### src/design/fetchPkg.sv
// shared types for the fetch front end
// window halfwords are packed low first, so the first halfword sits in window[15:0]
package fetchPkg;

	// L2 status, driven back by the memory side
	typedef enum logic [1:0]
	{
		okReady = 2'b00, // idle
		okOk    = 2'b01, // data valid this cycle
		okHold  = 2'b10  // busy, keep request up
	} memOk_t;

	typedef enum logic [4:0]
	{
		opmReady  = 5'h00,
		opmRdTile = 5'h0F // one 256-bit tile
	} memOpm_t;

	typedef struct packed
	{
		logic [5:0] prefix; // length bits
		logic [9:0] rest;
	} hwFields_t;

	// one instruction halfword, raw or split for length decode
	typedef union packed
	{
		logic [15:0] raw;
		hwFields_t   f;
	} halfword_u;

	typedef logic [1:0] opLen_t; // halfwords, 1 to 3

	typedef struct packed
	{
		logic [47:0] addr;
		memOpm_t     opm;
	} memReq_t;

	typedef struct packed
	{
		logic [255:0] data;
		memOk_t       ok;
	} memResp_t;

	typedef struct packed
	{
		logic [47:0] pc;
		logic [47:0] window; // three halfwords
		opLen_t      len;
	} fetchBundle_t;

	localparam int tileWords = 16; // halfwords per tile

endpackage

### src/design/fetchPcSeq.sv
// fetch PC register, halfword granular
// redirect wins over an accept in the same cycle
module fetchPcSeq import fetchPkg::*;
#(
	parameter logic [47:0] resetPc = 48'h0
)
(
	input  logic        clock,
	input  logic        rstN,
	input  logic        redirect,
	input  logic [47:0] redirectPc,
	input  logic        accept,
	input  opLen_t      acceptLen,
	output logic [47:0] pc
);

	logic [47:0] pcQ;
	logic [47:0] stepBytes;
	logic [47:0] pcNext;

	// length is in halfwords, step is bytes
	assign stepBytes = {45'd0, acceptLen, 1'b0};

	always_comb
	begin
		pcNext = pcQ;
		if (redirect)
		begin
			pcNext = redirectPc;
		end
		else if (accept)
		begin
			pcNext = pcQ + stepBytes;
		end
	end

	always_ff @(posedge clock)
	begin
		if (!rstN)
		begin
			pcQ <= resetPc;
		end
		else
		begin
			pcQ <= pcNext;
		end
	end

	assign pc = pcQ;

endmodule

### src/design/opLenDecode.sv
// instruction length for every halfword of the tile
// crossEnd marks the halfwords whose instruction runs off the tile
module opLenDecode import fetchPkg::*;
(
	input  logic [255:0]                 tileData,
	output opLen_t [tileWords-1:0]       lenVec,
	output logic [1:0]                   crossEnd
);

	halfword_u [tileWords-1:0] tileHw;

	// top six bits of the halfword pick the length
	function automatic opLen_t lenOf(input halfword_u hw);
		opLen_t len;
		casez (hw.f.prefix)
			6'b111111: len = 2'd3;
			6'b111110: len = 2'd2;
			6'b11110?: len = 2'd2;
			default:   len = 2'd1;
		endcase
		return len;
	endfunction

	assign tileHw = tileData;

	always_comb
	begin
		for (int i = 0; i < tileWords; i++)
		begin
			lenVec[i] = lenOf(tileHw[i]);
		end
	end

	// hw14 only fits up to two, hw15 only one
	assign crossEnd[0] = (lenVec[14] == 2'd3);
	assign crossEnd[1] = (lenVec[15] >= 2'd2);

endmodule

### src/design/icacheTile.sv
// single tile I-cache, 32 bytes from a 16-byte aligned line
// pc bit 0 is ignored, instructions are halfword aligned
// an instruction that runs past the tile end refills from its own line
module icacheTile import fetchPkg::*;
(
	input  logic         clock,
	input  logic         rstN,
	input  logic [47:0]  pc,
	input  memResp_t     memResp,
	output memReq_t      memReq,
	output fetchBundle_t hitBundle,
	output logic         hit
);

	logic [255:0] tileData;
	logic [43:0]  baseLine; // line number of the tile's low half
	logic         tileValid;

	memOpm_t      reqOpm;
	logic [47:0]  reqAddr;
	logic         reqBusy;
	logic         respOk;

	logic [43:0]  pcLine;
	logic [43:0]  nextLine;
	logic         inBase;
	logic         inNext;
	logic [3:0]   wordIx;
	logic         crossMiss;
	logic         miss;

	opLen_t [tileWords-1:0] lenVec;
	logic [1:0]             crossEnd;
	halfword_u [tileWords-1:0] tileHw;
	logic [47:0]            window;

	opLenDecode uLenDec
	(
		.tileData (tileData),
		.lenVec   (lenVec),
		.crossEnd (crossEnd)
	);

	assign pcLine   = pc[47:4];
	assign nextLine = baseLine + 44'd1;
	assign inBase   = (pcLine == baseLine);
	assign inNext   = (pcLine == nextLine);
	assign wordIx   = {~inBase, pc[3:1]}; // upper half when in the next line

	assign crossMiss = ((wordIx == 4'd14) && crossEnd[0]) ||
		((wordIx == 4'd15) && crossEnd[1]);

	assign miss = !tileValid || !(inBase || inNext) || crossMiss;
	assign hit  = !miss;

	assign reqBusy = (reqOpm == opmRdTile);
	assign respOk  = reqBusy && (memResp.ok == okOk);

	// L2 request, held until okOk
	always_ff @(posedge clock)
	begin
		if (!rstN)
		begin
			reqOpm    <= opmReady;
			tileValid <= 1'b0;
		end
		else if (reqBusy)
		begin
			if (respOk)
			begin
				reqOpm    <= opmReady;
				tileValid <= 1'b1;
			end
		end
		else if (miss)
		begin
			reqOpm    <= opmRdTile;
			tileValid <= 1'b0; // old tile no longer trusted
		end
	end

	always_ff @(posedge clock)
	begin
		if (!reqBusy && miss)
		begin
			reqAddr <= {pcLine, 4'h0};
		end
		if (respOk)
		begin
			tileData <= memResp.data;
			baseLine <= reqAddr[47:4]; // line that was asked for, not current pc
		end
	end

	assign memReq.addr = reqAddr;
	assign memReq.opm  = reqOpm;

	assign tileHw = tileData;

	// three halfwords from wordIx, zero past the tile end
	always_comb
	begin
		int idx;
		window = '0;
		for (int k = 0; k < 3; k++)
		begin
			idx = int'(wordIx) + k;
			if (idx < tileWords)
			begin
				window[k*16 +: 16] = tileHw[idx].raw;
			end
		end
	end

	assign hitBundle.pc     = pc;
	assign hitBundle.window = window;
	assign hitBundle.len    = lenVec[wordIx];

endmodule

### src/design/fetchOutReg.sv
// one-entry output register with valid/ready
// accept is combinational, the PC steps on the same edge as the load
module fetchOutReg import fetchPkg::*;
(
	input  logic         clock,
	input  logic         rstN,
	input  fetchBundle_t hitBundle,
	input  logic         hit,
	input  logic         outReady,
	output fetchBundle_t outBundle,
	output logic         outValid,
	output logic         accept,
	output opLen_t       acceptLen
);

	logic         full;
	logic         canLoad;
	fetchBundle_t bundleQ;

	assign canLoad   = !full || outReady; // empty, or draining this cycle
	assign accept    = hit && canLoad;
	assign acceptLen = hitBundle.len;

	always_ff @(posedge clock)
	begin
		if (!rstN)
		begin
			full <= 1'b0;
		end
		else if (accept)
		begin
			full <= 1'b1;
		end
		else if (outReady)
		begin
			full <= 1'b0;
		end
	end

	always_ff @(posedge clock)
	begin
		if (accept)
		begin
			bundleQ <= hitBundle;
		end
	end

	assign outValid  = full;
	assign outBundle = bundleQ;

endmodule

### src/design/fetchTop.sv
// fetch front end: PC sequencer, tile cache, output register
// a redirect blocks the load of the old stream's bundle in that cycle
module fetchTop import fetchPkg::*;
#(
	parameter logic [47:0] resetPc = 48'h1000
)
(
	input  logic         clock,
	input  logic         rstN,
	input  logic         redirect,
	input  logic [47:0]  redirectPc,
	output memReq_t      memReq,
	input  memResp_t     memResp,
	output fetchBundle_t outBundle,
	output logic         outValid,
	input  logic         outReady
);

	logic [47:0]  pc;
	fetchBundle_t hitBundle;
	logic         hit;
	logic         hitLoad;
	logic         accept;
	opLen_t       acceptLen;

	assign hitLoad = hit && !redirect; // no stale bundle on redirect

	fetchPcSeq #(.resetPc(resetPc)) uPcSeq
	(
		.clock      (clock),
		.rstN       (rstN),
		.redirect   (redirect),
		.redirectPc (redirectPc),
		.accept     (accept),
		.acceptLen  (acceptLen),
		.pc         (pc)
	);

	icacheTile uTile
	(
		.clock     (clock),
		.rstN      (rstN),
		.pc        (pc),
		.memResp   (memResp),
		.memReq    (memReq),
		.hitBundle (hitBundle),
		.hit       (hit)
	);

	fetchOutReg uOutReg
	(
		.clock     (clock),
		.rstN      (rstN),
		.hitBundle (hitBundle),
		.hit       (hitLoad),
		.outReady  (outReady),
		.outBundle (outBundle),
		.outValid  (outValid),
		.accept    (accept),
		.acceptLen (acceptLen)
	);

endmodule

### config.mk
export PLATFORM = sky130hd
export DESIGN_NAME = fetchTop
export DESIGN_NICKNAME = d
export VERILOG_FILES = /design/src/design/fetchPkg.sv /design/src/design/fetchPcSeq.sv /design/src/design/opLenDecode.sv /design/src/design/icacheTile.sv /design/src/design/fetchOutReg.sv /design/src/design/fetchTop.sv
export SDC_FILE = /design/constraint.sdc
export NUM_CORES = 1
export LEC_CHECK = 0
export ABC_AREA = 1
export BUFFER_PORTS_ARGS = -buffer_cell sky130_fd_sc_hd__buf_2
export CORE_MARGIN = 5
export CORE_UTILIZATION = 30
export DETAILED_ROUTE_END_ITERATION = 16
export GPL_TIMING_DRIVEN = 0
export PLACE_DENSITY = 0.59
export SLEW_MARGIN = 0
export SYNTH_ARGS = -nofsm -noshare
export SYNTH_HDL_FRONTEND = slang
export SYNTH_SLANG_ARGS = --single-unit
### constraint.sdc
create_clock -name clock -period 27.2 [get_ports clock]
set_input_delay 1.36 -clock clock [delete_from_list [all_inputs] [get_ports clock]]
set_output_delay 1.36 -clock clock [all_outputs]
set_load 0.01 [all_outputs]
Word level (Yosys, flattened, before mapping) --
Index checks and enable logic that the tools add are counted.
Storage, ports and cells: register bits after elaboration 497, latch bits 0, bits in writable memories 0, memory bits (read-only) 0, input bits 310, word-level logic and storage cells 154, memories 0
Cells by class: add/sub/neg operators 4, $mul 0, div/mod/pow operators 0, order comparisons 8, equality and inequality tests 56, shift-type cells 0, mux-type cells 36, bitwise gates (word level) 1, reductions and logical operators 37
Operators with widths (number):
- binary-select mux 16 bit (select 4 bit) | 3
- equality test 6 bit (second input constant) | 32
- less-than comparator 32 x 6 -> 1 bit (second input constant) | 4
- two-way mux 48 bit | 2
- equality test 44 bit | 2
- equality test 5 bit (second input constant) | 16
- two-way mux 16 bit | 5
- case mux 2 bit (2 select lines) | 16
- adder 48 x 3 -> 48 bit | 1
- adder 44 x 1 -> 44 bit (second input constant) | 1
- OR reduction 2 bit | 16
- less-than comparator 4 x 5 -> 1 bit (second input constant) | 3
- two-way mux 5 bit | 3
- binary-select mux 2 bit (select 4 bit) | 1
- equality test 4 bit (second input constant) | 2
- logical AND 1 bit | 6
- zero test 1 bit | 6
- nonzero test 2 bit | 3
- adder 4 x 1 -> 5 bit (second input constant) | 1
- adder 4 x 2 -> 5 bit (second input constant) | 1
- equality test 5 x 4 -> 1 bit (second input constant) | 1
- logical OR 1 bit | 5
- two-way mux 1 bit | 5
- equality test 2 x 1 -> 1 bit (second input constant) | 1
- other kinds (6) | 6

Logic depth before layout (Yosys ltp) --
Gate-level depths: netlist (run 1).
word-level depth 12, mapped depth 32

Modules after synthesis --
From an unflattened synthesis (run 1), not the netlist that was laid out.
Second synthesis, totals: cell total of the unflattened synthesis 3032, area, all modules 26621.8 um^2
Modules (own cells, without submodules):
- icacheTile | times used 1, cells each 2189, area each 19443.6 um^2, sequential area each 10369.9 um^2
- fetchPcSeq | times used 1, cells each 532, area each 3365.7 um^2, sequential area each 960.9 um^2
- fetchOutReg | times used 1, cells each 107, area each 3009.1 um^2, sequential area each 2962.8 um^2
- opLenDecode | times used 1, cells each 202, area each 793.3 um^2, sequential area each 0.0 um^2
- fetchTop | times used 1, cells each 2, area each 10.0 um^2, sequential area each 0.0 um^2

Least setup slack after synthesis (run 1) --
No wires, ideal clock.
kind input port to flip-flop, from input memResp[1] (netlist bit), to register uTile.tileValid, arrival time 23.414 ns, slack 3.651 ns, stages 3, path buffers 0, cells stage by stage nor3_1 > inv_1 > a21oi_1
Between the ends: longest elaborated chain between the ends 4
RTL lines:
- from (decl) | line fetchTop.sv:13 | input memResp_t memResp,
- equality test 2 x 1 -> 1 bit | line icacheTile.sv:57 | assign respOk = reqBusy && (memResp.ok == okOk);
- logical AND 1 bit | line icacheTile.sv:57
- != test 2 bit (no line)
- AND reduction 2 bit (no line)
- to (signal assigned) | line icacheTile.sv:65 | tileValid <= 1'b0;
- to (signal assigned) | line icacheTile.sv:72 | tileValid <= 1'b1;
- to (signal assigned) | line icacheTile.sv:78 | tileValid <= 1'b0;
- to (decl) | line icacheTile.sv:17 | logic tileValid;
Every way passes these cells. A chain may end at the register's enable or synchronous reset.

Worst setup path in the final report (run 1) --
from register uPcSeq.pcQ[1] (netlist: uPcSeq.pc[1]), to register uPcSeq.pcQ[45] (netlist: uPcSeq.pc[45])
Between the ends: elaborated cells between the ends (all ways) 15, classes of those cells add/sub: 1; eq/ne: 2; mux: 4; reduce/logical: 8
RTL lines:
- from (decl) | line fetchPcSeq.sv:17 | logic [47:0] pcQ;
- from (signal assigned) | line fetchPcSeq.sv:41 | pcQ <= resetPc;
- from (signal assigned) | line fetchPcSeq.sv:45 | pcQ <= pcNext;
- binary-select mux 2 bit (select 4 bit) | line icacheTile.sv:117 | assign hitBundle.len = lenVec[wordIx];
- two-way mux 2 bit (implied by the code) | line icacheTile.sv:117
- via acceptLen[1] | line fetchTop.sv:24 | opLen_t acceptLen;
- adder 48 x 3 -> 48 bit | line fetchPcSeq.sv:33 | pcNext = pcQ + stepBytes;
- two-way mux 48 bit | line fetchPcSeq.sv:31 | else if (accept)
- two-way mux 48 bit | line fetchPcSeq.sv:27 | if (redirect)
The timed path passes the listed nets, and every way through them passes these cells. The select of a mux whose other input is x is not followed.

==> results of run 1 <==
final timing paths:
| kind | endpoint | slack, ns | cells after the start |
|---|---|---|---|
| hold / removal | uTile.baseLine[3]$_DFFE_PP_ | 0.44 | 0 |
| hold reg to reg | uTile.baseLine[3]$_DFFE_PP_ | 0.44 | 0 |
| setup reg to reg | uPcSeq.pc[45]$_SDFFE_PN0P_ | 20.00 | 25 |
| setup / recovery | uPcSeq.pc[45]$_SDFFE_PN0P_ | 20.00 | 25 |
registers in the layout, summed over array words and instances, names as in the netlist:
name,cells
uOutReg.outBundle,98
uOutReg.outValid,1
uPcSeq.pc,48
uTile.baseLine,44
uTile.reqAddr,44
uTile.reqOpm,1
uTile.tileData,256
uTile.tileValid,1
synthesized netlist by cell type (5+ instances only):
master    count
o21bai_1      8
nor4_1       17
buf_4         9
o21ai_1      13
nand2_1     569
dfxtp_1      51
buf_1        16
inv_1       259
clkbuf_1    130
buf_2        10
xnor2_1      27
o221ai_1     31
o211ai_1     70
edfxtp_1    442
ha_1          6
nand2_2       5
xor2_1       42
nor3b_1       5
nand3b_1      7
nor3_1       36
nand3_1      94
o21ai_0     399
nand4_1      30
mux2i_1      16
a211oi_1      8
a21oi_1     169
a31oi_1      26
nor2_2        8
nor2_1      325
per-stage QoR:
step                      utilization  power [W]
after floorplan                     -    0.00106
after global placement          0.345    0.00125
after detailed placement        0.349    0.00124
after CTS                       0.372    0.00205
after global routing            0.372    0.00210
final                           0.372    0.00204
report_power, final:
| part | internal [W] | total (W) | switching [W] |
|---|---|---|---|
| logic | 0.0000936 | 0.000347 | 0.000253 |
| registers | 0.000859 | 0.000886 | 0.0000268 |
| clock network | 0.000492 | 0.000807 | 0.000315 |
worst register-to-register path: cells and delay by family, from the launching register on:
| family | cells | cell delay (ns) |
|---|---|---|
| DFF | 1 | 0.75 |
| and+or+nand+nor | 15 | 3.04 |
| AOI/OAI and AO/OA | 5 | 1.22 |
| adders and majority gates | 1 | 0.37 |
| buffers and inverters | 4 | 1.72 |
routing by layer:
layer,global-route usage,share of wire,vias to the layer above
li1,-,-,10990
met1,0.346,0.39,11668
met2,0.461,0.47,1395
met3,0.0459,0.080,311
met4,0.128,0.060,2
met5,0,0.000092,-
final cells by class:
type                            count  share of cell area
Sequential cell                   493               0.452
Antenna cell                        1           0.0000791
Timing Repair Buffer              485              0.0837
Inverter                          264              0.0315
Buffer                            169              0.0225
Multi-Input combinational cell   1942               0.303
Tap cell                         1144              0.0453
Clock inverter                     38              0.0155
Clock buffer                       65              0.0467
kinds of logic (layout without fill, tap and decap cells):
kind of cell / after synthesis / count (layout) / synth area share
other cells: 1 / 6 / 0.000147
fa+ha+maj: 7 / 7 / 0.00372
flops: 493 / 493 / 0.560
compound gates: 740 / 740 / 0.161
xor+xnor: 69 / 69 / 0.0237
mux: 16 / 16 / 0.00627
buf+inv: 433 / 1021 / 0.0666
simple gates: 1105 / 1105 / 0.179
==> flow_metrics.py, run 1 <==
metrics = {
    "run_status": {
        "status": "finished, violations left",
        "violations": "capacitance limit, slew limit",
    },
    "final_layout": {
        "seqCellArea_um2": 14300,
        "layout_commonest_cell": "nand2_1",
        "final_cell_mix": "nand2_1 (569), buf_2 (465), edfxtp_1 (442)",
        "fillCellCount": 8935,
        "multi_input_area_um2": 9570,
        "drive_gt1_frac": 0.181,
        "final_cell_count_no_fill": 4601,
        "syn_to_final_growth_pct": 23.8,
        "design_area_um2": 31600,
        "layout.nets": 3727,
    },
    "floorplan": {
        "die_w_um": 302,
        "ios": 462,
        "die_area_um2": 91100,
        "die_h_um": 302,
        "core-area_um2": 84900,
        "initial_core_util": 0.301,
        "rows": 107,
    },
    "worst_setup_path": {
        "path_max_fanout": 10,
        "crit_type": "flop to flop",
        "worstSetupStartpointType": "flop",
        "critical-path-top-delay-family": "simple AND/OR/NAND/NOR gates",
        "crit_slowest_cell": "o31ai_1",
        "path_buf_inv": 4,
        "r2r_start": "uPcSeq.pc[1]$_SDFFE_PN0P_",
        "critPathArrivalTime_ns": 7.71,
        "crit_start": "uPcSeq.pc[1]$_SDFFE_PN0P_",
        "slowest_delay_ns": 0.76,
        "cp-end-kind": "flop",
        "crit_path_frequent_cell": "nand2_1",
        "crit_required_ns": 27.71,
    },
    "job": {
        "cap_viol_max_count": 1,
    },
    "cts": {
        "numClockSinks": 493,
        "clk_pin_slew_ns": 0.06,
        "htree_levels": 2,
        "cts_resized": 0,
        "post_cts_buffers": 0,
        "cts_buffers": 55,
        "clock_latency_ns": 0.62,
        "cts_tree": "yes",
        "cts_max_path_buffers": 3,
        "cts-hold-fix-buffers": 0,
        "clockRootBuffer": "clkbuf_16",
    },
    "min_path": {
        "min_from": "uTile.reqAddr[7]$_DFFE_PP_",
        "hold_class": "flop to flop",
    },
    "sta": {
        "tns_ns": 0,
        "holdWs_ns": 0.441,
        "max_freq_ghz": 0.139,
        "fin_skew_ns": 0.0234,
        "finalMaxSlewViolations": 8,
        "setup_slack_ns": 20.00,
        "rsz0062_at_grt": "false",
        "tightestPinTransition_ns": 1.52,
        "slew_headroom": -0.0231,
        "setup_violations": 0,
        "final.min_clock_period_ns": 7.20,
        "fin_crit_sh": 0.265,
        "finalHoldViolCount": 0,
    },
    "placed_design": {
        "finalWeightedCongestion": 0.994,
        "dpl_worst_slack_ns": 20.17,
        "place_area_um2": 29600,
        "io_buffers": 455,
        "dp_hpwl_um": 104000,
        "dp.cells": 4497,
    },
    "global_routing": {
        "grt_pass1_vias": 23330,
        "grt_max_degree": 66,
        "grt_pass1_wl_um": 177000,
        "overflow": 0,
        "grtUsageTotal": 0.274,
        "antenna_found_initial": 3,
    },
    "pwr": {
        "power_density_nw_per_um2": 64.5,
        "power_leakage_nw": 12.5,
        "vdd_drop_max_mv": 0.0432,
    },
    "drt": {
        "drt.antenna.violating_nets": 0,
        "dr.pass1.iters": 6,
        "drtIter0Drc": 2707,
        "num_vias": 24366,
        "routed_wl_um": 131000,
        "wl_per_cell_um": 28.4,
        "drc": 0,
        "viasPerCell": 5.30,
    },
    "synth": {
        "yosysTopAreaCell": "edfxtp_1",
        "synthCells": 2864,
        "synthTopCellsByArea": "edfxtp_1 (52%), nand2_1 (8.4%), o21ai_0 (7.8%)",
        "ys.flop_type": "edfxtp_1",
        "synth_cell_type_count": 50,
        "async_flop_share": 0,
        "ys_seq_area_frac": 0.560,
        "synth_top_area_share": 0.520,
        "synth.avg_cell_area_um2": 8.92,
        "synth_area_um2": 25500,
        "yosysWarningCount": 0,
        "ys_ff_latch": 493,
        "synth_edf_count": 442,
    },
}
(Power assumes the default switching activity.)
==> run 2: changes to the inputs <==
ABC_AREA = 0   (was 1)
PLACE_DENSITY = 0.61   (was 0.59)
clock period = 6.15 ns   (was 27.2 ns; I/O delays follow)
==> run 2 against run 1 <==
  * The flow now finishes without violations
  * Global-route usage is 4.8 points lower
  * Clock skew is 0.037 ns higher
  * Die area is 1.9% lower
  * Fmax is 23% higher
  * First-iteration DRC count is 14% lower
  * Sequential power grew to 4.4 times the previous value
  * Via count is 16% lower
  * Non-clock buffer count is 217 higher
  * Register-to-register slack worse by 20 ns
  * Critical endpoint is now uOutReg.outBundle[30]$_SDFFCE_PP0P_
  * Highest routed layer unchanged
==> flow_metrics.py, run 2 <==
metrics = {
    "final_layout": {
        "fin_util": 0.407,
        "layout_commonest_cell": "buf_2",
        "seqCellArea_um2": 14300,
        "drive_gt1_frac": 0.351,
        "final_cell_mix": "buf_2 (470), edfxtp_1 (442), dlygate4sd3_1 (275)",
        "largest_reg_flops": 256,
        "regMostFlops": "uTile.tileData",
        "multi_input_area_um2": 10300,
        "design_area_um2": 33900,
        "syn_to_final_growth_pct": 35.2,
        "layout.nets": 2768,
        "fillCellCount": 7590,
    },
    "sta": {
        "max_freq_ghz": 0.171,
        "holdWs_ns": 0.0365,
        "fin_crit_sh": 0.953,
        "rsz0062_at_grt": "false",
        "finalMaxSlewViolations": 0,
        "final.min_clock_period_ns": 5.86,
        "finalHoldViolCount": 0,
        "fin_skew_ns": 0.0603,
        "tightestPinTransition_ns": 1.41,
        "setup_violations": 0,
        "slew_headroom": 0.0588,
    },
    "placed_design": {
        "io_buffers": 456,
        "place_area_um2": 28900,
        "dp_hpwl_um": 78300,
        "finalWeightedCongestion": 0.961,
    },
    "drt": {
        "viasPerCell": 5.74,
        "dr.pass1.iters": 5,
        "drtIter0Drc": 2324,
        "drc": 0,
        "drt.antenna.violating_nets": 0,
        "wl_per_cell_um": 29.4,
        "num_vias": 20547,
        "routed_wl_um": 105000,
    },
    "floorplan": {
        "rows": 106,
        "ios": 462,
        "die_h_um": 299,
        "core-area_um2": 83300,
        "initial_core_util": 0.301,
        "die_w_um": 299,
        "die_area_um2": 89400,
    },
    "min_path": {
        "hold_class": "input port to flop",
    },
    "worst_setup_path": {
        "crit_required_ns": 6.53,
        "cp-end-kind": "flop",
        "path_max_fanout": 10,
        "critPathArrivalTime_ns": 6.24,
        "worstSetupStartpointType": "flop",
        "crit_type": "flop to flop",
    },
    "synth": {
        "yosysTopAreaCell": "edfxtp_1",
        "synthTopCellsByArea": "edfxtp_1 (53%), mux4_2 (20%), dfxtp_1 (4.1%)",
        "synth.avg_cell_area_um2": 15.2,
        "ys_ff_latch": 493,
        "async_flop_share": 0,
        "netlist_top_cells_count": "edfxtp_1 (442), mux4_2 (224), clkbuf_1 (85)",
        "ys_seq_area_frac": 0.571,
        "synthCells": 1644,
        "synth_top_area_share": 0.530,
        "synth_area_um2": 25000,
        "synth_cell_type_count": 73,
        "ys.flop_type": "edfxtp_1",
        "synth_edf_count": 442,
        "yosysWarningCount": 0,
        "yosysMostFrequentCell": "edfxtp_1",
    },
    "pwr": {
        "power_density_nw_per_um2": 255,
        "power_leakage_nw": 11.9,
        "vdd_drop_max_mv": 0.248,
    },
    "run_status": {
        "status": "finished, final reports clean",
    },
    "cts": {
        "clockRootBuffer": "clkbuf_16",
        "htree_levels": 2,
        "cts_tree": "yes",
        "clock_latency_ns": 0.65,
        "numClockSinks": 493,
        "cts_buffers": 55,
        "clk_pin_slew_ns": 0.06,
        "cts_max_path_buffers": 3,
    },
    "global_routing": {
        "grt_pass1_vias": 21421,
        "antenna_found_initial": 4,
        "grtUsageTotal": 0.227,
        "grt_pass1_wl_um": 149000,
        "grt_max_degree": 48,
        "overflow": 0,
    },
    "job": {
        "cap_viol_max_count": 0,
    },
}
[run 2: repair_timing]
action / in CTS / in global routing
buffers inserted: 0 / 8
hold buffers: 275 / 0
pin swaps: 0 / 3
resized for setup: 35 / 25
hold endpoints to repair: 275 / 0
endpoints found under the setup margin: 161 / 34
[run 2: area by class of cell]
type,count,area share
Tap cell,1080,0.0399
Timing Repair Buffer,750,0.157
Multi-Input combinational cell,1014,0.306
Buffer,121,0.0161
Sequential cell,493,0.422
Antenna cell,2,0.000148
Clock buffer,60,0.0415
Clock inverter,44,0.0157
Inverter,16,0.00188
[run 2: final timing paths]
| path | from | to | slack [ns] | cells after the start |
|---|---|---|---|---|
| worst max-delay path | uPcSeq.pc[1]$_SDFFE_PN0P_ | uOutReg.outBundle[30]$_SDFFCE_PP0P_ | 0.29 | 12 |
| worst min-delay path | redirectPc[40] | uPcSeq.pc[40]$_SDFFE_PN0P_ | 0.04 | 3 |
| worst max register to register | uPcSeq.pc[1]$_SDFFE_PN0P_ | uOutReg.outBundle[30]$_SDFFCE_PP0P_ | 0.29 | 12 |
| worst min register to register | uPcSeq.pc[0]$_SDFFE_PN0P_ | uOutReg.outBundle[50]$_DFFE_PP_ | 0.45 | 0 |
[run 2: stage by stage]
| step | setup slack [ns] | TNS (ns) | std cells | power (W) |
|---|---|---|---|---|
| 2_1_floorplan | 0.677 | 0 | 1648 | 0.00453 |
| 3_3_place_gp | -2.51 | -766.23 | 3184 | 0.00500 |
| 3_5_place_dp | -2.51 | -144.96 | 3195 | 0.00500 |
| 4_1_cts | 0.0140 | 0 | 3572 | 0.00866 |
| 5_1_grt | 0.0101 | 0 | 3578 | 0.00888 |
| 6_report | 0.288 | 0 | 3580 | 0.00862 |
[run 2: worst max-delay path, stage by stage (launching register included)]
cell      delay (ns)
dfxtp_2         0.47
clkbuf_1        0.23
clkbuf_2        0.26
clkbuf_4        0.34
buf_4           0.36
inv_1           0.17
ha_1            0.31
clkbuf_1        0.83
clkbuf_1        0.80
clkbuf_1        0.87
mux4_2          0.41
mux2i_1         0.08
a211oi_1        0.50
[run 2: cells by family after synthesis]
group,count (synthesis),share of synthesized area
and+or+nand+nor,457,0.104
muxes,249,0.211
other,1,0.000150
adders and majority gates,7,0.00380
xor gates and xnor gates,69,0.0241
AOI/OAI and AO/OA,227,0.0622
DFF,493,0.571
buffers and inverters,141,0.0235
[run 2: power breakdown]
| group | internal (W) | total (W) | switching, W |
|---|---|---|---|
| Sequential | 0.00379 | 0.00393 | 0.000143 |
| Combinational | 0.000581 | 0.00117 | 0.000589 |
| Clock | 0.00202 | 0.00352 | 0.00150 |
[run 2: layer usage]
layer,global-route usage,share of wire,up-vias
li1,-,-,8450
met1,0.268,0.35,10202
met2,0.393,0.49,1555
met3,0.0487,0.097,338
met4,0.111,0.058,2
met5,0,0.00019,-
